--- config.mk ---
export PLATFORM = sky130hd
export DESIGN_NAME = word_assembler
export DESIGN_NICKNAME = d
export VERILOG_FILES = /design/src/logic/acq_pkg.sv /design/src/logic/word_assembler.sv
export SDC_FILE = /design/constraint.sdc
export NUM_CORES = 1
export LEC_CHECK = 0
export BUFFER_PORTS_ARGS = -buffer_cell sky130_fd_sc_hd__buf_2
export CORE_AREA = 2 2 154 156
export CTS_CLUSTER_SIZE = 12
export DETAILED_ROUTE_END_ITERATION = 6
export DIE_AREA = 0 0 156 158
export PLACE_DENSITY_LB_ADDON = 0.25
export SETUP_SLACK_MARGIN = 0.15
export SYNTH_ARGS = -nofsm -noshare
export SYNTH_HDL_FRONTEND = slang
export SYNTH_SLANG_ARGS = --single-unit
--- constraint.sdc ---
create_clock -name adc_data_clk -period 0.8 [get_ports adc_data_clk]
set_input_delay 0.12 -clock adc_data_clk [delete_from_list [all_inputs] [get_ports adc_data_clk]]
set_output_delay 0.12 -clock adc_data_clk [all_outputs]
set_load 0.005 [all_outputs]
--- src/logic/acq_pkg.sv ---
package acq_pkg;

    // ****************************************
    // widths that carry a meaning
    // ****************************************
    typedef logic [17:0]  adc_sample_t;     // one converter sample
    typedef logic [5:0]   phase_t;          // position inside one conversion period
    typedef logic [3:0]   chan_tag_t;       // channel number carried in each lane
    typedef logic [31:0]  lane_word_t;      // sample, pad, tag, counter byte
    typedef logic [127:0] stream_word_t;    // four lanes, one DMA beat
    typedef logic [63:0]  sample_count_t;   // free-running sample counter
    typedef logic [7:0]   count_byte_t;     // one byte of the sample counter

    // one beat as it sits in the FIFO and leaves on the stream
    typedef struct packed {
        stream_word_t data;
        logic         last;                 // closes a packet, only on a high word
    } stream_beat_t;

    // ****************************************
    // phases inside one conversion period
    // ****************************************
    localparam phase_t PHASE_LOW_WORD  = 6'd1;  // lanes 0..3 capture
    localparam phase_t PHASE_HIGH_WORD = 6'd2;  // lanes 4..7 capture, accept decision
    localparam phase_t PHASE_PACKET    = 6'd3;  // packet count and last flag
    localparam phase_t PHASE_ADVANCE   = 6'd4;  // counter steps, strobe drops

    // lane layout
    localparam int LANES_PER_WORD   = 4;
    localparam int PKT_SAMPLES_LOG2 = 10;       // 1024 accepted samples per packet

    // zero bits between sample and tag, two with the widths above
    localparam int LANE_PAD_W = $bits(lane_word_t)
                              - $bits(adc_sample_t)
                              - $bits(chan_tag_t)
                              - $bits(count_byte_t);

endpackage
--- src/logic/word_assembler.sv ---
module word_assembler #(
    parameter int ADC_CHANNELS = 8
) (
    input  logic                                     adc_data_clk,
    input  logic                                     acq_on,
    input  acq_pkg::phase_t                          adc_clk_cnt,
    input  logic                                     big_endian,
    input  acq_pkg::lane_word_t [ADC_CHANNELS-1:0]   lane_words,
    output acq_pkg::stream_word_t                    asm_word
);

    localparam int LPW        = acq_pkg::LANES_PER_WORD;
    localparam int WORD_BYTES = $bits(acq_pkg::stream_word_t) / 8;   // 16

    acq_pkg::stream_word_t group;           // four lanes, lane 0 in the low bits
    acq_pkg::stream_word_t swapped;

    // full 16 byte reversal of one beat
    function automatic acq_pkg::stream_word_t byte_swap(input acq_pkg::stream_word_t w);
        acq_pkg::stream_word_t r;
        for (int b = 0; b < WORD_BYTES; b++) begin
            r[8*b +: 8] = w[8*(WORD_BYTES-1-b) +: 8];
        end
        return r;
    endfunction

    // low lanes were captured one edge ago when the high phase arrives
    assign group = (adc_clk_cnt == acq_pkg::PHASE_HIGH_WORD) ? lane_words[LPW-1:0]
                                                              : lane_words[2*LPW-1:LPW];

    assign swapped = big_endian ? byte_swap(group) : group;

    always_ff @(posedge adc_data_clk or negedge acq_on) begin
        if (!acq_on) begin
            asm_word <= '0;
        end else begin
            asm_word <= swapped;            // low word at high phase, high word after
        end
    end

endmodule

# Word-level counts from Yosys, hierarchy flattened
# Index checks and enable logic that the tools add are counted.
# word_totals
regBits	128
latchBits	0
mem_bits_rw	0
rom_bits	0
inputBits	265
output_inout_bits	128
elab_cells	4
n_memories	0
# op_classes
addsub	0
n_mul	0
n_div	0
magnitude_cmp	0
n_eq_ne	1
shift	0
n_mux	2
n_bitwise	0
n_reduce_logical	0
# ops
operator	n
128-bit two-way mux	2
6-bit by 2-bit equality test with 1-bit output, second input constant	1

# Logic depth before layout (Yosys ltp)
# logic_depth
word_depth	3
ltp_mapped	5
ltp_nobuf	3

# Worst setup path before layout
# No wires, ideal clock.
# synth_timing
kind	input port to flip-flop
from	in adc_clk_cnt[0]
to	reg asm_word[10]
arrival_ns	1.768
path_slack_ns	-1.108
cell_stages	5
n_path_buf	2
path_cell_list	or4b_1 > nor3_2 > buf_6 > buf_12 > mux4_1
# synth_via
elab_chain_len	3
# synth_rtl
item	line_no	source
start, declared	word_assembler.sv:6	input acq_pkg::phase_t adc_clk_cnt,
6-bit by 2-bit equality test with 1-bit output	word_assembler.sv:28	assign group = (adc_clk_cnt == acq_pkg::PHASE_HIGH_WORD) ? lane_words[LPW-1:0]
128-bit two-way mux	word_assembler.sv:28	
128-bit two-way mux	word_assembler.sv:31	assign swapped = big_endian ? byte_swap(group) : group;
via swapped[10]	word_assembler.sv:16	acq_pkg::stream_word_t swapped;
end signal, assigned	word_assembler.sv:37	asm_word <= swapped;
end, declared	word_assembler.sv:9	output acq_pkg::stream_word_t asm_word
# The timed path passes the listed nets, and every way through them passes these cells.

# Worst setup path after layout
# layout_timing
from	in adc_clk_cnt[0]
to	reg asm_word[121]
# The elaborated chain is that of the path after synthesis.

==> metrics.txt <==
Vias/cell=about 5; most common cell after layout, fill and taps aside=buf_2; PD cells=~1800 nW/um2; Clk pwr share=43.9%; sequential cell area=3200 um2; Initial Util=29.4%; first-pass GRT wire length=roughly 30,000 um; Nets=990; CTS H-Tree Depth=4; multi-input logic area=2910 um2; # rows=56; clock sinks=128; synthesized area per cell=23.7 um2; actual slew at the worst max-slew pin=0.340 ns; CP Cell Sequence=buf_6 -> or4b_4 -> nor3_4 -> buf_6 -> buf_12 -> buf_16 -> buf_12 -> mux4_2; post-synth top area cell=dfrtp_1; synth unique cells=9; Syn Inst Count=between 200 and 300; Max FO, Critical Path=8; Iter 0 DRT Violations=218; Setup WS post-layout=-0.892 ns; Max transition margin=77.3%; outcome=complete, but fails checks; Wirelength per Cell=20.6 um; DRC errors left=0; sequential element share of the synthesized area=47.3%; Reg power frac=40.1%; Yosys reg bits=128; setup slack at placement=-1.38 ns; IO buf count=392; core box area=around 23,000 um2; DIE HEIGHT=between 150 and 200 um; Longest Clk Path Bufs=2; Power Internal=0.0134 W; Sw Ratio=24.7%; Slew Limit Fails=0; CTS Root Buffer Type=clkbuf_16; Pre-antenna DRT Iters=4; Hold Path Class=in2async; fin cells=roughly 1,000; critical path arrival=1.96 ns; Worst IR Drop VDD=0.00105 V; Num CTS Buffers=17; largest net degree at the start of global routing=61; final setup vio count=256; number of global-route vias before repair=5,545; Yosys top cell area share=47.3%; TritonCTS clock tree=yes; Detail Route Antenna Nets=0; number of flip-flops under the largest register name=around 130; fmax=a little under 600 MHz; failing checks=negative hold slack, negative setup slack; Largest regs=asm_word: 128 flops; Placed Cells incl. Taps=about 1,000; Logic pwr share=16.0%; I/O pin count=roughly 390; period utilization=211%; initial antenna violation count=2; Max stage delay on crit path=between 0.5 and 0.6 ns; DIE AREA=24,600 um2; synthesized area=6780 um2; # fillers=2,159; Required @ worst endpoint=roughly 1.1 ns; Die Span X=156 um; Buffers & Inverters on Critical Path=5; startpoint types=primary input; Critical Path Sink Type=flop; final core utilization=a little over two fifths; clk slew on worst S/H paths=0.06 ns; Via Count=5,060; slowest CP cell=or4b_4; Most flops, register=asm_word; RePlAce Congestion=0.793; Hold Slack=-0.462 ns; most frequent cells in the layout=buf_2, mux4_2, dfrtp_1; CP top delay family=simple AND/OR/NAND/NOR gates; Final Power=0.0178 W; max-cap violation count=0; syn nets=551; post-layout minimum cycle time=1.69 ns; LEAKAGE=roughly 4.5 nW; HPWL Detailed=about 17,000 um; Setup Crit Path Kind=in2reg; Area growth syn-to-layout=47.0%; overall routing resource usage=~17%; share of layout cells above drive strength 1=around 83%; top post-synthesis cells by area=dfrtp_1, mux4_1, mux4_2, buf_12, clkbuf_1; total gr overflow=0; yosys warns=0; Psw=0.00440 W; Fin. Hold Viols=128; routed wire length=21,200 um; unrepaired setup endpoints after global routing=true
power groups by stage:
stage | Sequential (W) | Clock (W) | Combinational (W)
final | 0.00715 | 0.00781 | 0.00285
after global placement | 0.00726 | 0 | 0.00261
after detailed placement | 0.00726 | 0 | 0.00270
after floorplan | 0.00733 | 0 | 0.000858
after global routing | 0.00719 | 0.00835 | 0.00308
after CTS | 0.00715 | 0.00804 | 0.00280
synth_stat cells, drive strengths merged:
master	number
clkbuf	14
nor3	1
buf	14
dfrtp	128
or4b	1
mux4	128
per-stage QoR:
| step | setup TNS (ns) | area, um2 |
|---|---|---|
| final | -132.51 | 9960 |
| after global routing | -139.69 | 9950 |
| after CTS | -134.74 | 9910 |
| after detailed placement | -166.86 | 9220 |
| after global placement | -162.30 | 9220 |
| after floorplan | -137.66 | 6760 |
how the worst max path moves through the flow:
| stage | startpoint | endpoint | slack, ns | depth (start not counted) |
|---|---|---|---|---|
| after detailed placement | adc_clk_cnt[0] | asm_word[76]$_DFF_PN0_ | -1.38 | 6 |
| after global routing | adc_clk_cnt[0] | asm_word[4]$_DFF_PN0_ | -0.90 | 8 |
| after floorplan | adc_clk_cnt[0] | asm_word[101]$_DFF_PN0_ | -1.11 | 5 |
| final | adc_clk_cnt[0] | asm_word[121]$_DFF_PN0_ | -0.89 | 8 |
| after CTS | adc_clk_cnt[0] | asm_word[44]$_DFF_PN0_ | -0.90 | 8 |
| after global placement | adc_clk_cnt[0] | asm_word[101]$_DFF_PN0_ | -1.32 | 6 |
metal layers:
layer	GRT usage, %	routed length, um	vias up
met3	5.67	1830	27
li1	-	-	2129
met1	17.8	7420	2617
met4	5.50	450	0
met2	30.4	11500	287
met5	0	0	-
final cells by class:
| class | instances | area share (%) |
|---|---|---|
| sequential | 128 | 32.2 |
| multi-input combinational | 130 | 29.3 |
| clock buffer | 19 | 4.45 |
| clock inverter | 13 | 1.53 |
| timing repair buffer | 448 | 28.9 |
| antenna | 3 | 0.0754 |
| tap | 290 | 3.64 |
repair_timing:
action	CTS	global route
cloned	3	3
hold endpoints to repair	130	128
endpoints found under the setup margin	256	256
buffers inserted	4	3
gates resized for setup	91	62
kinds of logic after synthesis:
| logic type | share of synthesized area, % |
|---|---|
| flip-flops | 47.3 |
| buffers and inverters | 4.45 |
| AND/OR/NAND/NOR | 0.295 |
| multiplexers | 48.0 |
Note: power is estimated with default switching activity, not from simulation.
