**config.mk**
```make
export PLATFORM = sky130hd
export DESIGN_NAME = sample_sequencer
export DESIGN_NICKNAME = d
export VERILOG_FILES = /design/src/logic/acq_pkg.sv /design/src/logic/sample_sequencer.sv
export SDC_FILE = /design/constraint.sdc
export NUM_CORES = 1
export LEC_CHECK = 0
export BUFFER_PORTS_ARGS = -buffer_cell sky130_fd_sc_hd__buf_2
export CORE_ASPECT_RATIO = 1.2
export CORE_MARGIN = 5
export CORE_UTILIZATION = 45
export CTS_CLUSTER_DIAMETER = 100
export DETAILED_ROUTE_END_ITERATION = 10
export PLACE_DENSITY = 0.64
export SLEW_MARGIN = 15
export SYNTH_ARGS = -nofsm -noshare
export SYNTH_HDL_FRONTEND = slang
export SYNTH_SLANG_ARGS = --single-unit
export TNS_END_PERCENT = 10
```
**constraint.sdc**
```tcl
create_clock -name adc_data_clk -period 3.98 [get_ports adc_data_clk]
set_input_delay 0.199 -clock adc_data_clk [delete_from_list [all_inputs] [get_ports adc_data_clk]]
set_output_delay 0.199 -clock adc_data_clk [all_outputs]
set_load 0.05 [all_outputs]
```
**src/logic/acq_pkg.sv**
```systemverilog
package acq_pkg;

    // ****************************************
    // widths that carry a meaning
    // ****************************************
    typedef logic [17:0]  adc_sample_t;     // one converter sample
    typedef logic [5:0]   phase_t;          // position inside one conversion period
    typedef logic [3:0]   chan_tag_t;       // channel number carried in each lane
    typedef logic [31:0]  lane_word_t;      // sample, pad, tag, counter byte
    typedef logic [127:0] stream_word_t;    // four lanes, one DMA beat
    typedef logic [63:0]  sample_count_t;   // free-running sample counter
    typedef logic [7:0]   count_byte_t;     // one byte of the sample counter

    // one beat as it sits in the FIFO and leaves on the stream
    typedef struct packed {
        stream_word_t data;
        logic         last;                 // closes a packet, only on a high word
    } stream_beat_t;

    // ****************************************
    // phases inside one conversion period
    // ****************************************
    localparam phase_t PHASE_LOW_WORD  = 6'd1;  // lanes 0..3 capture
    localparam phase_t PHASE_HIGH_WORD = 6'd2;  // lanes 4..7 capture, accept decision
    localparam phase_t PHASE_PACKET    = 6'd3;  // packet count and last flag
    localparam phase_t PHASE_ADVANCE   = 6'd4;  // counter steps, strobe drops

    // lane layout
    localparam int LANES_PER_WORD   = 4;
    localparam int PKT_SAMPLES_LOG2 = 10;       // 1024 accepted samples per packet

    // zero bits between sample and tag, two with the widths above
    localparam int LANE_PAD_W = $bits(lane_word_t)
                              - $bits(adc_sample_t)
                              - $bits(chan_tag_t)
                              - $bits(count_byte_t);

endpackage
```
**src/logic/sample_sequencer.sv**
```systemverilog
module sample_sequencer (
    input  logic                   adc_data_clk,
    input  logic                   acq_on,
    input  acq_pkg::phase_t        adc_clk_cnt,
    input  logic                   fifo_ready,
    input  logic                   prog_full,
    output acq_pkg::sample_count_t count_bytes,    // lane k takes byte k
    output logic                   wr_valid,
    output logic                   wr_last
);

    // window of one conversion period, opened by the low word phase
    typedef enum logic [1:0] {
        ST_IDLE,                            // waiting for the low word phase
        ST_LOW,                             // low lanes captured
        ST_HIGH,                            // high lanes captured, decision taken
        ST_PACKET                           // low word written, high word next
    } window_t;

    window_t state;
    logic [acq_pkg::PKT_SAMPLES_LOG2-1:0] pkt_cnt;  // accepted samples in this packet
    logic accept;

    // room for a whole sample, both words or none
    assign accept = fifo_ready && !prog_full;

    always_ff @(posedge adc_data_clk or negedge acq_on) begin
        if (!acq_on) begin
            state       <= ST_IDLE;
            count_bytes <= '0;
            pkt_cnt     <= '0;
            wr_valid    <= 1'b0;
            wr_last     <= 1'b0;
        end else begin
            case (state)
                ST_IDLE: begin
                    if (adc_clk_cnt == acq_pkg::PHASE_LOW_WORD)
                        state <= ST_LOW;
                end
                ST_LOW: begin
                    if (adc_clk_cnt == acq_pkg::PHASE_HIGH_WORD) begin
                        state    <= ST_HIGH;
                        wr_valid <= accept;          // strobe opens for two words
                    end else begin
                        state <= ST_IDLE;            // phase count jumped, skip period
                    end
                end
                ST_HIGH: begin
                    state <= ST_PACKET;
                    if (wr_valid && adc_clk_cnt == acq_pkg::PHASE_PACKET) begin
                        pkt_cnt <= pkt_cnt + 1'b1;
                        wr_last <= &pkt_cnt;         // 1024th sample closes the packet
                    end
                end
                ST_PACKET: begin
                    state    <= ST_IDLE;
                    wr_valid <= 1'b0;                // high word taken this edge
                    wr_last  <= 1'b0;
                    if (adc_clk_cnt == acq_pkg::PHASE_ADVANCE)
                        count_bytes <= count_bytes + 1'b1;
                end
                default: state <= ST_IDLE;
            endcase
        end
    end

    // ****************************************
    // strobe shape
    // ****************************************
    // exactly two beats per accepted sample, never split
    a_strobe_len: assert property (@(posedge adc_data_clk) disable iff (!acq_on)
        $rose(wr_valid) |=> wr_valid ##1 !wr_valid)
        else $error("wr_valid not two cycles long");

    // last only rides on the second word of a sample
    a_last_high: assert property (@(posedge adc_data_clk) disable iff (!acq_on)
        $rose(wr_last) |-> wr_valid && $past(wr_valid))
        else $error("wr_last outside the high word");

endmodule

```
# Word-level counts from Yosys, hierarchy flattened
# Cells that the tools add are included.
# word_totals
reg_bits,78
in_bits,10
output_inout_bits,66
word_cells,35
# op_classes
add_sub_neg,2
eq_ne,10
n_mux,7
reduce_logical,11
# op_table
operator,count
"64-bit by 1-bit adder with 64-bit output, second input constant",1
"6-bit by 2-bit equality test with 1-bit output, second input constant",2
"10-bit by 1-bit adder with 10-bit output, second input constant",1
10-bit AND reduction,1
2-bit one-hot mux with 4 select lines,1
2-bit AND reduction,4
"6-bit by 1-bit equality test with 1-bit output, second input constant",1
"6-bit by 3-bit equality test with 1-bit output, second input constant",1
"2-bit inequality test, second input constant",3
"2-bit equality test, second input constant",2
2-bit two-way mux,2
1-bit one-hot mux with 2 select lines,2
2-bit nonzero test,2
"2-bit by 1-bit equality test with 1-bit output, second input constant",1
1-bit logical AND,2
2-bit zero test,1
1-bit two-way mux,2
1-bit zero test,1

# Longest topological paths before layout
# logic_depth
depth_word,4
depth_mapped,6
depth_no_buf,6

# Worst setup path before layout
# Ideal clock, no wire load.
# synth_path
path_kind,register to register
from,reg count_bytes[35]
to,reg count_bytes[63]
setup_ns,0.140
t_arrival_ns,2.357
t_required_ns,3.840
slack_ns,1.482
path_stages_with_launch,7
path_buffers,1
synth_period_minus_slack_ns,2.498
cell_sequence,dfrtp_1 -> buf_2 -> nand3_1 -> or4_4 -> or4_1 -> or3_1 -> xnor2_1
# synth_via
elab_chain_len,1
# synth_rtl
element,line_no,text
"start, declared",sample_sequencer.sv:7,"output acq_pkg::sample_count_t count_bytes,"
"start signal, assigned",sample_sequencer.sv:60,count_bytes <= count_bytes + 1'b1;
64-bit by 1-bit adder with 64-bit output,sample_sequencer.sv:60,
# Every way passes these cells.
# A chain may end at the register's enable or synchronous reset.

# Final worst setup path
# layout_path
from,reg count_bytes[31]
to,reg count_bytes[63]
# Same word-level chain as after synthesis.

==> flow_metrics.tcl <==
set metrics [dict create \
    outcome "finished with violations" \
    violations "negative hold slack" \
    fin_tns_setup_ns 0 \
    timing_worst_setup_path_type "register to register" \
    maxCapViolCount 0 \
    muxShareOfSynthArea_pct 0.6034 \
    cts_root_buffer "clkbuf_8" \
    crit_path_start_kind "register" \
    rsz0062_at_grt "no" \
    drv_slew 0 \
    port_buffers 75 \
    htreeDepth 3 \
    viasPerCell 5.520 \
    die_y_um 109.8 \
    drive_above_1_share_pct 21.95 \
    place_congestion 0.8672 \
    start_util_pct 46.03 \
    finalNetCount 450 \
    yosys_warnings 0 \
    cp_max_fo 7 \
    die_x_um 93.14 \
    path_clk_slew_ns 0.07 \
    rr_endpoint "count_bytes[63]" \
    worst-path-buf-inv 0 \
    dr.first_iter.drc_count 147 \
    cts_made_buffers 9 \
    ios 76 \
    syn_inst 355 \
    swShare_pct 21.74 \
    post-cts-setup-buffer-count 0 \
    synth_compound_area_share_pct 0.6369 \
    synth_top_area_cell "dfrtp_1" \
    synth.area.top_cells "dfrtp_1 52%, xnor2_1 8.4%, xor2_1 8.4%" \
    critPathTopFamily "simple AND/OR/NAND/NOR gates" \
    fillerInstances 744 \
    synth_edf_count 0 \
    num_rows 36 \
    relSlewSlack_pct 35.36 \
    final_cell_mix "78 x dfrtp_1, 74 x buf_2, 47 x nand2_1, 36 x xnor2_1, 36 x xor2_1" \
    grt_pass1_vias 2974 \
    hpwl_um 6498 \
    grtUsageTotal_pct 18.33 \
    grt_start_max_net_pins 79 \
    cp_common_cell "nand4_1" \
    worst_hold_slack_ns -0.01330 \
    synth_top_area_share_pct 52.30 \
    synth_top_family_by_area "simple AND/OR/NAND/NOR gates" \
    ctsHoldBuffers 0 \
    power.internal_mw 1.056 \
    syn-num-nets 367 \
    min_period_ns 2.536 \
    routed_wl_um 8735 \
    syn_area_per_cell_um2 10.51 \
    setup.worst_path.end_class "register" \
    p_switching_mw 0.2934 \
    max_freq_mhz 394.4 \
    final-setup-viol-count 0 \
    synth-seq-cells 78 \
    cts_tree "yes" \
    worstPathRequired_ns 4.22 \
    worstRegToRegCells 5 \
    die_area_mm2 0.01022 \
    yosysSeqAreaShare_pct 52.30 \
    antenna_found_initial 0 \
    antennaDiodeCount 0 \
    clk_latency_ns 0.35 \
    route.vias.total 2964 \
    grt_pass1_wl_um 14540 \
    period_share_pct 63.71 \
    drtPass1Iterations 5 \
    p_clk_share_pct 39.1 \
    cts_sinks 78 \
    yosys_most_used_dff "dfrtp_1" \
    drcViolationCount 0 \
    fin_worst_skew_ns 0.008140 \
    grt-ovfl-total 0 \
    yosys.area_share.adder_pct 0.6705 \
    tightest_slew_ns 0.9696 \
    syn_area_mm2 0.003732 \
    cp.arrival_ns 2.78 \
    wl_per_cell_um 16.27 \
    min-delay-path-class "input pin to async pin" \
    critical_path.slowest_cell "nor3_1" \
    area_growth_pct 17.40 \
    hold_viol 17 \
    p_per_area_mw_per_mm2 308.0 \
    async_flop_share_pct 100.0 \
    path_cells "nand4_1 > nor3_1 > nand4_1 > or3_1 > xnor2_1" \
    seqPwrFrac_pct 58.9 \
    r2r_setup_slack_ns 1.44 \
    synth_xor_area_share_pct 16.90 \
    yosysUniqueCellTypes 33 \
    core_region_area_mm2 0.008108 \
    critPathMaxStageDelay_ns 0.62 \
    irDropWorstVdd_uv 185.9 \
    leakage_nw 2.208 \
    yosys.area_share.simple_pct 27.99 \
    layout_commonest_cell "dfrtp_1" \
    p_comb_share_pct 2.0 \
    antenna_left 0 \
    timing.rr.start "count_bytes[31]" \
    cts_resized 0 \
    clock_path_buffers 2 \
]
==> how the worst max path moves through the flow <==
stage                          startpoint              end  slack [ns]  depth (start not counted)
after floorplan           count_bytes[35]  count_bytes[63]        1.48                          6
final                     count_bytes[31]  count_bytes[63]        1.44                          5
after CTS                 count_bytes[31]  count_bytes[63]        1.48                          5
after global routing      count_bytes[21]  count_bytes[44]        1.21                          5
after detailed placement  count_bytes[31]  count_bytes[63]        1.49                          5
after global placement    count_bytes[31]  count_bytes[63]        1.53                          5
==> synth_stat cells, types with 9 or more instances <==
| cell | instances |
|---|---|
| nor2_1 | 23 |
| xnor2_1 | 36 |
| nand4_1 | 31 |
| and3_1 | 9 |
| xor2_1 | 36 |
| nand3_1 | 15 |
| nor4_1 | 10 |
| nand2_1 | 47 |
| dfrtp_1 | 78 |
| nor3_1 | 23 |
==> stage by stage <==
| step | area [um2] | total power, mW | setup slack, ns | cells | utilization (%) |
|---|---|---|---|---|---|
| 6_report | 4382 | 1.349 | 1.444 | 537 | 54.04 |
| 5_1_grt | 4382 | 1.399 | 1.210 | 537 | 54.04 |
| 4_1_cts | 4382 | 1.363 | 1.476 | 537 | 54.04 |
| 3_5_place_dp | 4214 | 0.8384 | 1.487 | 522 | 51.98 |
| 3_3_place_gp | 4214 | 0.8376 | 1.527 | 522 | 51.98 |
| 2_1_floorplan | 3732 | 0.8154 | 1.482 | 355 | - |
==> final cells by class <==
cell class / count / area, um2 / area share, %
flip-flops and latches: 78 / 1952 / 44.55
multi-input cells: 269 / 1747 / 39.86
repair buffers: 75 / 377.9 / 8.624
clock buffers: 14 / 162.7 / 3.712
well taps: 95 / 118.9 / 2.713
inverters: 5 / 18.77 / 0.4283
clock inverters: 1 / 5.005 / 0.1142
==> per-layer routing <==
layer	share of wire [%]	GRT usage (%)	vias to the layer above
li1	-	-	1430
met1	43	22.57	1441
met2	48	29.85	83
met3	7.3	6.160	10
met4	1.5	7.120	0
met5	0	0	-
==> cell families (layout without fill, tap and decap cells) <==
| logic type | count (synthesis) | in the layout |
|---|---|---|
| simple gates | 189 | 189 |
| flops | 78 | 78 |
| xor+xnor | 72 | 72 |
| buf+inv | 8 | 95 |
| compound gates | 4 | 4 |
| fa+ha+maj | 2 | 2 |
| mux | 2 | 2 |
==> state kept, by name (all words and copies together) (netlist names), named ones only <==
register     count
count_bytes     64
pkt_cnt         10
state            1
wr_last          1
wr_valid         1
==> power by group through the flow <==
stage / logic (mW) / clock network [mW] / registers (mW)
after floorplan: 0.00427 / 0 / 0.811
after global placement: 0.0280 / 0 / 0.810
after detailed placement: 0.0288 / 0 / 0.810
after CTS: 0.0286 / 0.541 / 0.794
after global routing: 0.0320 / 0.573 / 0.794
final: 0.0270 / 0.528 / 0.794
No activity file was read; power rests on OpenSTA's default activity.
