==> config.mk <==
export PLATFORM = sky130hd
export DESIGN_NAME = channel_lane
export DESIGN_NICKNAME = d
export VERILOG_FILES = /design/src/logic/acq_pkg.sv /design/src/logic/channel_lane.sv
export SDC_FILE = /design/constraint.sdc
export NUM_CORES = 1
export LEC_CHECK = 0
export BUFFER_PORTS_ARGS = -buffer_cell sky130_fd_sc_hd__buf_4
export CORE_MARGIN = 3
export CORE_UTILIZATION = 25
export CTS_CLUSTER_DIAMETER = 200
export CTS_CLUSTER_SIZE = 14
export DETAILED_ROUTE_END_ITERATION = 7
export SYNTH_ARGS = -nofsm -noshare
export SYNTH_HDL_FRONTEND = slang
export SYNTH_SLANG_ARGS = --single-unit
==> constraint.sdc <==
create_clock -name adc_data_clk -period 0.9 [get_ports adc_data_clk]
set_input_delay 0.045 -clock adc_data_clk [delete_from_list [all_inputs] [get_ports adc_data_clk]]
set_output_delay 0.045 -clock adc_data_clk [all_outputs]
set_load 0.005 [all_outputs]
==> src/logic/acq_pkg.sv <==
package acq_pkg;

    // ****************************************
    // widths that carry a meaning
    // ****************************************
    typedef logic [17:0]  adc_sample_t;     // one converter sample
    typedef logic [5:0]   phase_t;          // position inside one conversion period
    typedef logic [3:0]   chan_tag_t;       // channel number carried in each lane
    typedef logic [31:0]  lane_word_t;      // sample, pad, tag, counter byte
    typedef logic [127:0] stream_word_t;    // four lanes, one DMA beat
    typedef logic [63:0]  sample_count_t;   // free-running sample counter
    typedef logic [7:0]   count_byte_t;     // one byte of the sample counter

    // one beat as it sits in the FIFO and leaves on the stream
    typedef struct packed {
        stream_word_t data;
        logic         last;                 // closes a packet, only on a high word
    } stream_beat_t;

    // ****************************************
    // phases inside one conversion period
    // ****************************************
    localparam phase_t PHASE_LOW_WORD  = 6'd1;  // lanes 0..3 capture
    localparam phase_t PHASE_HIGH_WORD = 6'd2;  // lanes 4..7 capture, accept decision
    localparam phase_t PHASE_PACKET    = 6'd3;  // packet count and last flag
    localparam phase_t PHASE_ADVANCE   = 6'd4;  // counter steps, strobe drops

    // lane layout
    localparam int LANES_PER_WORD   = 4;
    localparam int PKT_SAMPLES_LOG2 = 10;       // 1024 accepted samples per packet

    // zero bits between sample and tag, two with the widths above
    localparam int LANE_PAD_W = $bits(lane_word_t)
                              - $bits(adc_sample_t)
                              - $bits(chan_tag_t)
                              - $bits(count_byte_t);

endpackage
==> src/logic/channel_lane.sv <==
module channel_lane #(
    parameter int LANE_INDEX = 0            // channel number, also the tag
) (
    input  logic                 adc_data_clk,
    input  logic                 acq_on,
    input  acq_pkg::phase_t      adc_clk_cnt,
    input  acq_pkg::adc_sample_t sample,
    input  acq_pkg::count_byte_t count_byte,
    output acq_pkg::lane_word_t  lane_word
);

    // low group captures one phase ahead of the high group
    localparam acq_pkg::phase_t CAPTURE_PHASE =
        (LANE_INDEX < acq_pkg::LANES_PER_WORD) ? acq_pkg::PHASE_LOW_WORD
                                               : acq_pkg::PHASE_HIGH_WORD;
    localparam bit IN_STREAM = (LANE_INDEX < 2 * acq_pkg::LANES_PER_WORD); // only 8 lanes fit
    localparam acq_pkg::chan_tag_t TAG = acq_pkg::chan_tag_t'(LANE_INDEX);

    logic capture;                          // this lane's phase has come round

    assign capture = IN_STREAM && (adc_clk_cnt == CAPTURE_PHASE);

    always_ff @(posedge adc_data_clk or negedge acq_on) begin
        if (!acq_on) begin
            lane_word <= '0;
        end else if (capture) begin
            // msb first: sample, zero pad, tag, counter byte
            lane_word <= {sample, {acq_pkg::LANE_PAD_W{1'b0}}, TAG, count_byte};
        end
    end

    // the word moves only on the edge of its own capture phase
    a_capture_edge: assert property (@(posedge adc_data_clk) disable iff (!acq_on)
        $changed(lane_word) |-> ($past(adc_clk_cnt) == CAPTURE_PHASE))
        else $error("lane %0d changed outside its capture phase", LANE_INDEX);

endmodule

=== After elaboration in Yosys (flattened, before gate mapping) ===
Cells that the tools add are included.

* Equality and inequality tests: 1

{| class="wikitable"
|+ Operators with widths
! operator !! number
|-
| $eq A6 B1 Y1 const B || 1
|}

* Register bits after elaboration: 26
* Input port bits: 34

=== Depth between registers and ports, before layout ===
Gate-level depths: netlist (run 1).

* Depth in word-level cells: 1
* Gate-level depth with buffers: 4

=== Worst setup path after synthesis (run 1) ===
OpenSTA, ideal clock, no wires.

* Path type: input -> register
* Start: input port adc_clk_cnt[5]
* End: register lane_word[14]
* Library setup time: 0.125 ns
* Arrival time: 1.017 ns
* Required time: 0.775 ns
* Slack: -0.242 ns
* Stages: 4
* Cell sequence: nor4_2 > nand3b_2 > buf_6 > mux2_4

* Word-level cells in the longest chain between the ends: 1

{| class="wikitable"
|+ RTL lines
! item !! line !! source
|-
| start: declaration || channel_lane.sv:6 || <nowiki>input acq_pkg::phase_t adc_clk_cnt,</nowiki>
|-
| $eq A6 B1 Y1 || channel_lane.sv:21 || <nowiki>assign capture = IN_STREAM && (adc_clk_cnt == CAPTURE_PHASE);</nowiki>
|-
| end signal: assignment || channel_lane.sv:28 || <nowiki>lane_word <= {sample, {acq_pkg::LANE_PAD_W{1'b0}}, TAG, count_byte};</nowiki>
|-
| end: declaration || channel_lane.sv:9 || <nowiki>output acq_pkg::lane_word_t lane_word</nowiki>
|}

No other way between the ends.
A chain may end at the register's enable or synchronous reset.

=== Final worst setup path (run 1) ===
* Start: input port adc_clk_cnt[2]
* End: register lane_word[28]

Same word-level chain as after synthesis.

==> results.txt, run 1 <==
The footprint of the multi-input gates came out at 432 µm². The hold slack is 8.11 ps. The average wire per cell in the routed design came out at 13.0 µm.

The signal on the critical path passes through buf_6 -> nor4_4 -> nand3b_4 -> buf_12 -> mux2_4. The critical-path maximum fanout came out at 15. Ranked by flip-flop count, first place goes to lane_word. For this run, design rule violations remaining after detail routing come to 0.

The number of I/O port buffers is 59. For this run, the total global-route usage over all layers was measured as 9.41%. The worst setup path is of the input port to flip-flop kind.

The sequential cells in the finished layout cover a total of 651 µm². The wire length reported by the detailed router is 2.47 mm. The worst setup path is captured at a flip-flop. Setup repair after global routing could not meet its margin everywhere. The pre-CTS setup slack came out at -323 ps.

The fraction of final layout cells sized beyond drive strength 1 is 66.9%. Before antenna repair, the detailed router went through 2 iterations. The number of setup buffers added after CTS came out at 0. The number of global-route vias before repair was 889. In this run the worst setup path begins at adc_clk_cnt[2]. The launching element type of the critical path is an input port. The worst register-to-register path begins at lane_word[14]$_DFFE_PN0N_. Using the TritonRoute via totals, the vias-per-cell ratio works out to 4.04. The detail route stage leaves a number of antenna-violating nets equal to 0. Max-cap violations in this run came to 0.

The congestion estimate from routability-driven global placement came to 0.666. In this run the most critical hold path is launched from count_byte[2]. For this run, the number of Yosys warnings is 0.

The maximum cell stage delay along the critical path came out at 300 ps. The fraction of synthesized cell area taken by the top area cell type came out at 58.4%. The overall die height came out at 72.7 µm. The worst setup margin came out at -9.32 ps.

The number of pins exceeding their max-slew limit in the final report is 0. The row count came out at 23. The I/O pin count is 66. The area of the mapped netlist is 0.00111 mm². The maximum number of pins on one net before global-route repair came out at 27. The cell taking the most area after synthesis is sky130_fd_sc_hd__dfrtp_1. The later pin in the worst-skew pair is clocked with a latency of 260 ps.

The flow ran to the end, but the final reports show violations. Timing would allow up to 1.10 GHz. The number of buffers added by the clock tree synthesis step came out at 3. The checks that failed: setup timing. The die area is 0.00529 mm². The buffering stage count on the worst path with inverters included is 2.

The clock period minus worst slack came out at 909 ps. The die boundary width is 72.7 µm. The wire length of the first global-routing pass is 3.98 mm. The final cell count without fillers is 189. The critical path runs through a total of 5 cells. The sequential element share of the synthesized area came out at 58.4%. CTS built an H-tree with a depth of 1.

Detailed routing inserted a total of 764 vias. The register with the most flip-flops in the layout has 26 of them. The cell type group with the largest total delay on the critical path is simple AND/OR/NAND/NOR gates. The final setup skew came out at 0 ps.

The layout overhead on the synthesized area came out at 64.4%. The largest buffer count on any clock path came out at 2. The average footprint of a synthesized cell came out at 17.7 µm². The power density of the placed cells came out at 1740 mW/mm². After synthesis, the cell types taking the most area are sky130_fd_sc_hd__dfrtp_1 58%, sky130_fd_sc_hd__mux2_4 27%, sky130_fd_sc_hd__mux2_2 6.1%.

The number of synthesized register bits is 26. The post-DP HPWL is 1.91 mm. The clock transition time at the flip-flop clock pins of the worst setup and hold paths came out at 90 ps. The sum of negative setup slack is -23.8 ps. TritonCTS built the clock tree. Once placement completed, the tool counted placed cells totaling 171. Among all stages on the critical path, the largest delay is contributed by sky130_fd_sc_hd__nor4_4. Clock tree synthesis selected as its root buffer the cell sky130_fd_sc_hd__clkbuf_8.

The diode insertion count for antenna repair came out at 0. In this run, the number of DRC markers left after iteration 0 of detailed routing was 10. In this run the static leakage power is 1.00 nW. The total of endpoints with negative setup slack in the final report is 5. After the last flow step, the layout net total stands at 174. The number of filler cells placed in the layout is 382. The final hold violation count is 0. The count of different cell masters after synthesis is 8. After floorplanning, the core was sized to cover 0.00414 mm². The final critical path takes up 101% of the cycle.

The initial antenna violation count is 0. The number of instances in the synthesized netlist came out at 63. The initial utilization of the core area, before any placement, comes to 26.9%.

The required arrival time at the worst endpoint came out at 1050 ps. The maximum VDD drop is 940 µV. In the final layout, the registers with the most flip-flops are lane_word x26. The path depth of the worst reg2reg path came out at 1. Data on the critical path arrives at its endpoint at 1060 ps.

Counting instances, the worst hold path has a depth of 2. The total overflow left after global routing is 0. CTS saw 26 sinks. The core occupancy in the finished layout came out at 44.2%. The kind of path behind the tightest hold check is input port to flip-flop.
[power breakdown]
group / internal, W / switching [W] / total [W]
clock network: 0.000390 / 0.000356 / 0.000747
logic: 0.000665 / 0.000241 / 0.000906
registers: 0.00140 / 0.000133 / 0.00153
total: 0.00245 / 0.000731 / 0.00318
[synthesized netlist by cell type]
| cell | count |
|---|---|
| sky130_fd_sc_hd__mux2_2 | 6 |
| sky130_fd_sc_hd__buf_6 | 2 |
| sky130_fd_sc_hd__conb_1 | 1 |
| sky130_fd_sc_hd__buf_4 | 6 |
| sky130_fd_sc_hd__dfrtp_1 | 26 |
| sky130_fd_sc_hd__nor4_2 | 1 |
| sky130_fd_sc_hd__mux2_4 | 20 |
| sky130_fd_sc_hd__nand3b_2 | 1 |
[path summary, 6_finish.rpt]
kind                                              to  slack, ps
max                        lane_word[28]$_DFFE_PN0N_         -9
min                         lane_word[2]$_DFFE_PN0N_          8
max reg2reg                lane_word[14]$_DFFE_PN0N_        130
min reg2reg                lane_word[19]$_DFFE_PN0N_        520
max in group asynchronous  lane_word[20]$_DFFE_PN0N_        430
min in group asynchronous   lane_word[3]$_DFFE_PN0N_        220
[logic make-up (layout without fill, tap and decap cells)]
| group | count (synthesis) | in the layout | synth area share (%) |
|---|---|---|---|
| flops | 26 | 26 | 58.4 |
| buf+inv | 8 | 79 | 6.07 |
| mux | 26 | 26 | 33.0 |
| simple gates | 2 | 2 | 2.13 |
| other cells | 1 | 6 | 0.337 |
[metal layers]
layer	up-vias	routed length, µm	global-route usage [%]
met4	0	0	2.05
met1	368	1050	12.2
met3	0	230	3.31
met2	39	1190	15.1
met5	-	0	0
li1	357	-	-
[cell usage in the layout, fill, tap and decap left out]
cell                            synthesis  layout
sky130_fd_sc_hd__clkbuf_8               0       4
sky130_fd_sc_hd__buf_4                  6      57
sky130_fd_sc_hd__nor4_4                 0       1
sky130_fd_sc_hd__buf_6                  2       2
sky130_fd_sc_hd__mux2_2                 6       6
sky130_fd_sc_hd__dlygate4sd3_1          0      14
sky130_fd_sc_hd__mux2_4                20      20
sky130_fd_sc_hd__buf_12                 0       2
sky130_fd_sc_hd__nand3b_4               0       1
sky130_fd_sc_hd__conb_1                 1       6
sky130_fd_sc_hd__dfrtp_1               26      26
[final cells by class]
cell class,count,share of cell area [%]
flip-flops and latches,26,35.5
repair buffers,75,34.4
multi-input cells,34,23.6
well taps,50,3.42
clock buffers,4,3.01
[stage by stage]
step | instance area, µm² | total power [W]
3_5_place_dp | 1630 | 0.00242
4_1_cts | 1800 | 0.00323
3_3_place_gp | 1630 | 0.00240
5_1_grt | 1830 | 0.00337
6_report | 1830 | 0.00318
2_1_floorplan | 1150 | 0.00188
[repair_timing]
item	in CTS	in global routing
gates resized for setup	2	0
setup endpoints to repair	22	24
pin swaps	2	0
hold buffers	11	3
hold endpoints to repair	36	3
(Power assumes the default switching activity.)
==> inputs of run 2 (changes only) <==
--- a/config.mk
+++ b/config.mk
@@ -11,6 +11,7 @@
 export CTS_CLUSTER_DIAMETER = 200
 export CTS_CLUSTER_SIZE = 14
 export DETAILED_ROUTE_END_ITERATION = 7
+export SKIP_LAST_GASP = 1
 export SYNTH_ARGS = -nofsm -noshare
 export SYNTH_HDL_FRONTEND = slang
 export SYNTH_SLANG_ARGS = --single-unit
==> constraint.sdc (replaced) <==
create_clock -name adc_data_clk -period 0.89 [get_ports adc_data_clk]
set_input_delay 0.0445 -clock adc_data_clk [delete_from_list [all_inputs] [get_ports adc_data_clk]]
set_output_delay 0.0445 -clock adc_data_clk [all_outputs]
set_load 0.005 [all_outputs]
==> results.txt, run 2 (synthesis results as in run 1) <==
The power density of the placed cells is 1710 mW/mm² (-1.4%). The clock insertion delay at the later pin of the skew report came out at 270 ps (about the same). The fraction of final layout cells sized beyond drive strength 1 came to 63.3% (-3.6 points). The wire length of the first global-routing pass came out at 3.95 mm (-0.88%). The run finished, with violations left.

The die boundary width is 72.7 µm (unchanged). The number of nets at the end of the flow came out at 182 (+4.6%). The clock transition time at the flip-flop clock pins of the worst setup and hold paths is 90 ps (about the same).

The flip-flop count of the largest register after layout is 26 (unchanged). The average wire per cell in the routed design is 13.2 µm (+0.92%). The core occupancy in the finished layout is 46.1% (+1.9 points). The endpoint arrival time on the critical path came to 1080 ps (+20 ps). The H-tree level count is 1 (unchanged). The row count came out at 23 (unchanged). The iteration-0 DRC count of the detailed router came out at 7 (-3). The final setup skew came out at 0 ps (unchanged). The wire length reported by the detailed router came out at 2.59 mm (+5.2%). The overall power consumption came to 0.00327 W (+3.0%).

Ranked by flip-flop count, first place goes to lane_word. The maximum number of pins on one net before global-route repair is 27 (unchanged). The initial antenna violation count is 0 (unchanged). The count of max-cap constraint violations is 0 (unchanged). The number of setup buffers added after CTS is 0 (unchanged).

The placed instance area came to 0.00163 mm² (unchanged). Setup repair after global routing could not meet its margin everywhere. The layout overhead on the synthesized area came out at 71.6%. The number of sinks driven by the clock tree is 26 (unchanged). The cell area after layout came to 0.00191 mm² (+4.4%). The critical-path maximum fanout is 15 (unchanged).

TritonCTS built the clock tree. The final hold violation count came to 0 (unchanged). The clock period minus worst slack came out at 920 ps. The overall die height is 72.7 µm (unchanged). The static leakage is 1.03 nW (+3.3%). The critical path class is input port to flip-flop. The total routing resource utilization after global routing is 9.52% (+0.11 points). The overall overflow remaining after global route is 0 (unchanged). The placer's final routability congestion estimate came to 0.667 (+0.11%). The required arrival time at the worst endpoint came out at 1050 ps (about the same). The final period utilization is 103%. STA classifies the critical path endpoint as a flip-flop. The tree is rooted in a sky130_fd_sc_hd__clkbuf_8. The placeable core area came out at 0.00414 mm² (unchanged). The number of I/O port buffers is 59 (unchanged). The launching element type of the critical path is an input port. The remaining number of nets flagged by the antenna check after routing came out at 0 (unchanged). The vias after detailed routing came out at 813 (+6.4%). The I/O pin count is 66 (unchanged). The worst setup margin came out at -30.3 ps (-21.0 ps).

The number of global-route vias before repair came out at 833 (-6.3%). The checks that failed: setup timing. The kind of path behind the tightest hold check is input port to flip-flop. The largest buffer count on any clock path is 2 (unchanged). The diode insertion count for antenna repair is 0 (unchanged). The number of buffers added by the clock tree synthesis step came out at 3 (unchanged).

The achievable frequency came out at 1.09 GHz. Leaving out fill and tap cells, the most frequent cell in the layout is sky130_fd_sc_hd__buf_4. The initial core utilization is 26.9% (unchanged).

The die area is 0.00529 mm² (unchanged). The length of the first detailed-routing pass in iterations is 2 (unchanged). The mean number of vias per cell was 4.13 (+2.1%). The number of pins exceeding their max-slew limit in the final report is 0 (unchanged). The largest registers in the layout are lane_word x26. The total of endpoints with negative setup slack in the final report came out at 20 (+15). The number of filler cells placed in the layout is 388 (+1.6%). The DRC violation count after routing came out at 0 (unchanged). The maximum VDD drop is 1030 µV (+9.1%). The library cells used most frequently in the layout, excluding fill and tap cells, are 57 x sky130_fd_sc_hd__buf_4, 26 x sky130_fd_sc_hd__dfrtp_1, 22 x sky130_fd_sc_hd__dlygate4sd3_1, 20 x sky130_fd_sc_hd__mux2_4.
-- run 2: worst paths after layout --
path	start	depth (start not counted)	slack [ps]	endpoint
min	count_byte[1]	2	5	lane_word[1]$_DFFE_PN0N_
min in group asynchronous	acq_on	2	210	lane_word[0]$_DFFE_PN0N_
max	adc_clk_cnt[2]	5	-30	lane_word[27]$_DFFE_PN0N_
min reg2reg	lane_word[19]$_DFFE_PN0N_	1	510	lane_word[19]$_DFFE_PN0N_
max reg2reg	lane_word[14]$_DFFE_PN0N_	1	110	lane_word[14]$_DFFE_PN0N_
max in group asynchronous	acq_on	2	430	lane_word[21]$_DFFE_PN0N_
-- run 2: power by group --
group	switching, W	internal, W	leakage, nW
Sequential	0.000139	0.00141	0.332
Clock	0.000374	0.000395	0.0288
Combinational	0.000253	0.000703	0.671
Total	0.000766	0.00251	1.03
-- run 2: layout make-up --
type	instances	area, µm²	area share, %
timing repair buffer	83	711	37.2
clock buffer	4	55.1	2.88
tap	50	62.6	3.27
sequential	26	651	34.1
multi-input combinational	34	432	22.6
-- run 2: layer usage --
metal | wire (µm) | vias up | global-route usage (%) | part of all wire, %
met5 | 0 | - | 0 | 0
met4 | 42 | 0 | 2.46 | 1.6
met3 | 230 | 6 | 3.44 | 8.9
met2 | 1270 | 43 | 15.4 | 49
met1 | 1050 | 394 | 12.0 | 41
li1 | - | 370 | - | -
-- run 2: metrics by stage --
stage,worst slack (ps),instances,hold slack (ps),setup TNS (ps)
after floorplan,-204,68,-251,-4190
after global placement,-312,171,-32.9,-7780
after detailed placement,-328,171,-21.5,-8170
after CTS,-37.2,186,0.283,-490
after global routing,-57.6,197,0.0302,-972
final,-30.3,197,4.70,-470
-- run 2: what timing repair did --
item                                   CTS  global route
pin swaps                                2             0
hold buffers                            11            11
setup endpoints to repair               25            28
endpoints found under the hold margin   36            11
resized for setup                        0             2
-- run 2: worst max-delay path, cell delays in order --
cell,delay (ps)
sky130_fd_sc_hd__buf_4,120
sky130_fd_sc_hd__nor4_4,310
sky130_fd_sc_hd__nand3b_4,130
sky130_fd_sc_hd__buf_12,180
sky130_fd_sc_hd__mux2_4,300
==> inputs of run 3 (changes only) <==
--- a/config.mk
+++ b/config.mk
@@ -11,6 +11,8 @@
 export CTS_CLUSTER_DIAMETER = 200
 export CTS_CLUSTER_SIZE = 14
 export DETAILED_ROUTE_END_ITERATION = 7
+export GPL_TIMING_DRIVEN = 0
+export SETUP_SLACK_MARGIN = 0.02
 export SKIP_LAST_GASP = 1
 export SYNTH_ARGS = -nofsm -noshare
 export SYNTH_HDL_FRONTEND = slang
==> constraint.sdc (replaced) <==
create_clock -name adc_data_clk -period 0.89 [get_ports adc_data_clk]
set_input_delay 0.0445 -clock adc_data_clk [delete_from_list [all_inputs] [get_ports adc_data_clk]]
set_output_delay 0.0445 -clock adc_data_clk [all_outputs]
set_load 0.01 [all_outputs]
==> results.txt, run 3 (synthesis results as in run 1) <==
The flow ran to the end, but the final reports show violations. The checks that failed: setup timing. The number of I/O port buffers is 59 (unchanged). The remaining number of nets flagged by the antenna check after routing is 0 (unchanged). The clock period minus worst slack is 944 ps (+23.3 ps). The hold slack came out at 8.74 ps (+4.04 ps). The path depth of the worst reg2reg path came out at 1 (unchanged). The H-tree level count came out at 1 (unchanged). The iteration-0 DRC count of the detailed router came to 11 (+4). The critical-path maximum fanout came to 10 (-5).

The maximum VDD drop is 1260 µV (+23%). Setup repair after global routing could not meet its margin everywhere. The I/O pin count came out at 66 (unchanged).

Leaving out fill and tap cells, the most frequent cell in the layout is sky130_fd_sc_hd__buf_4. The clock root buffer master is sky130_fd_sc_hd__clkbuf_8. The flip-flop count of the largest register after layout came out at 26 (unchanged). The diode insertion count for antenna repair is 0 (unchanged). The die area came to 0.00529 mm² (unchanged). The cell depth of the worst min-delay path came out at 2 (unchanged). The number of nets at the end of the flow is 189 (+3.8%).

The register with the most flip-flops in the final layout is lane_word. The final setup skew is 0 ps (unchanged). The mean number of vias per cell came out at 4.04 (-2.0%). The wire length of the first global-routing pass came out at 4.21 mm (+6.7%).

The overall overflow remaining after global route came out at 0 (unchanged). The endpoint arrival time on the critical path came to 1100 ps (+20 ps). The wire length reported by the detailed router was 2.80 mm (+8.0%). The largest buffer count on any clock path was 2 (unchanged). The overall die height came out at 72.7 µm (unchanged). The area growth from synthesis to layout is 86.2%. The initial core utilization came out at 26.9% (unchanged). The die boundary width is 72.7 µm (unchanged). The worst setup margin is -53.6 ps (-23.3 ps). TritonCTS built the clock tree. The final period utilization came out at 106% (+2.6 points). The row count came to 23 (unchanged).

The launching element type of the critical path is an input port. The average wire per cell in the routed design is 13.7 µm (+4.3%). In the layout the commonest cells are 38 x sky130_fd_sc_hd__buf_4, 30 x sky130_fd_sc_hd__buf_6, 26 x sky130_fd_sc_hd__dfrtp_1, 21 x sky130_fd_sc_hd__mux2_4, 21 x sky130_fd_sc_hd__dlygate4sd3_1. The achievable frequency is 1.06 GHz (-2.5%). The total of endpoints with negative setup slack in the final report is 21 (+5.0%). The placeable core area was 0.00414 mm² (unchanged).

The number of pins exceeding their max-slew limit in the final report was 0 (unchanged). The cell area after layout came out at 0.00207 mm² (+8.5%). In this run the worst hold path is classified as input port to flip-flop. The power density of the placed cells came to 1820 mW/mm² (+6.3%). The fraction of final layout cells sized beyond drive strength 1 is 65.6% (+2.3 points).

The clock insertion delay at the later pin of the skew report came to 260 ps (about the same). The placed instance area is 0.00166 mm² (+1.7%). The static leakage is 1.10 nW (+7.0%). The final hold violation count is 0 (unchanged). The count of max-cap constraint violations came out at 0 (unchanged).

The initial antenna violation count came to 0 (unchanged). The clock transition time at the flip-flop clock pins of the worst setup and hold paths came to 90 ps (about the same). The largest registers in the layout are lane_word x26. The number of global-route vias before repair is 894 (+7.3%). The vias after detailed routing came to 825 (+1.5%).

The number of buffers added by the clock tree synthesis step was 3 (unchanged). The maximum number of pins on one net before global-route repair is 27 (unchanged). The placer's final routability congestion estimate is 0.657 (-1.4%). The number of sinks driven by the clock tree is 26 (unchanged).

The required arrival time at the worst endpoint is 1050 ps (about the same). The total routing resource utilization after global routing came to 10.3% (+0.81 points). The worst setup path is captured at a flip-flop. The DRC violation count after routing is 0 (unchanged). The length of the first detailed-routing pass in iterations came out at 2 (unchanged). The critical path is of the input port to flip-flop type. Detailed placement finished with a half-perimeter wire length of 2.08 mm.
## run 3: cell types whose count changed in the layout (fill, tap and decap cells not counted)
cell and change:
sky130_fd_sc_hd__mux2_2 -1, sky130_fd_sc_hd__clkbuf_8 -1, sky130_fd_sc_hd__buf_4 -19, sky130_fd_sc_hd__mux2_4 +1, sky130_fd_sc_hd__dlygate4sd3_1 -1, sky130_fd_sc_hd__buf_12 -1
sky130_fd_sc_hd__bufinv_16 +1, sky130_fd_sc_hd__buf_6 +28
## run 3: repair_timing
item                                    CTS  global route
endpoints found under the setup margin   23            52
resized for setup                         4            28
hold buffers                             11            10
pin swaps                                 1             0
buffers inserted                          2             0
endpoints found under the hold margin    36            10
## run 3: per-layer routing
layer | track usage, % | vias to the layer above | part of all wire (%)
met3 | 4.68 | 2 | 10
met1 | 11.0 | 395 | 34
met5 | 0 | - | 0
met4 | 2.46 | 0 | 0.36
li1 | - | 387 | -
met2 | 18.5 | 41 | 55
## run 3: critical path, stage by stage
cell and delay, ps:
sky130_fd_sc_hd__buf_6 100, sky130_fd_sc_hd__nor4_4 320, sky130_fd_sc_hd__nand3b_4 150, sky130_fd_sc_hd__buf_6 190
sky130_fd_sc_hd__mux2_4 300
## run 3: area by class of cell
type                            count  area [µm²]
Buffer                              8        76.3
Clock buffer                        3        41.3
Clock inverter                      1        30.0
Fill cell                         368        2070
Multi-Input combinational cell     34         435
Sequential cell                    26         651
Tap cell                           50        62.6
Timing Repair Buffer               82         777
## run 3: final timing paths
check                                          start  slack, ps                        end
min in group asynchronous                     acq_on        190  lane_word[26]$_DFFE_PN0N_
hold reg to reg            lane_word[30]$_DFFE_PN0N_        540  lane_word[30]$_DFFE_PN0N_
setup / recovery                      adc_clk_cnt[5]        -50  lane_word[24]$_DFFE_PN0N_
max in group asynchronous                     acq_on        450  lane_word[18]$_DFFE_PN0N_
hold / removal                            sample[16]          9  lane_word[30]$_DFFE_PN0N_
setup reg to reg           lane_word[14]$_DFFE_PN0N_        100  lane_word[14]$_DFFE_PN0N_
## run 3: power breakdown
group	switching, W	leakage [nW]	internal, W
combinational	0.000365	0.736	0.000859
clock	0.000361	0.0357	0.000601
sequential	0.000178	0.332	0.00141
## run 3: stage by stage
stage	instances	setup TNS, ps	setup WS (ps)	power (W)	utilization [%]
6_report	204	-825	-53.6	0.00378	50.0
5_1_grt	204	-1310	-73.8	0.00397	50.0
4_1_cts	194	-1660	-86.9	0.00362	45.0
3_5_place_dp	177	-9960	-441	0.00258	39.9
3_3_place_gp	177	-8630	-381	0.00254	39.9
2_1_floorplan	68	-4190	-204	0.00200	-
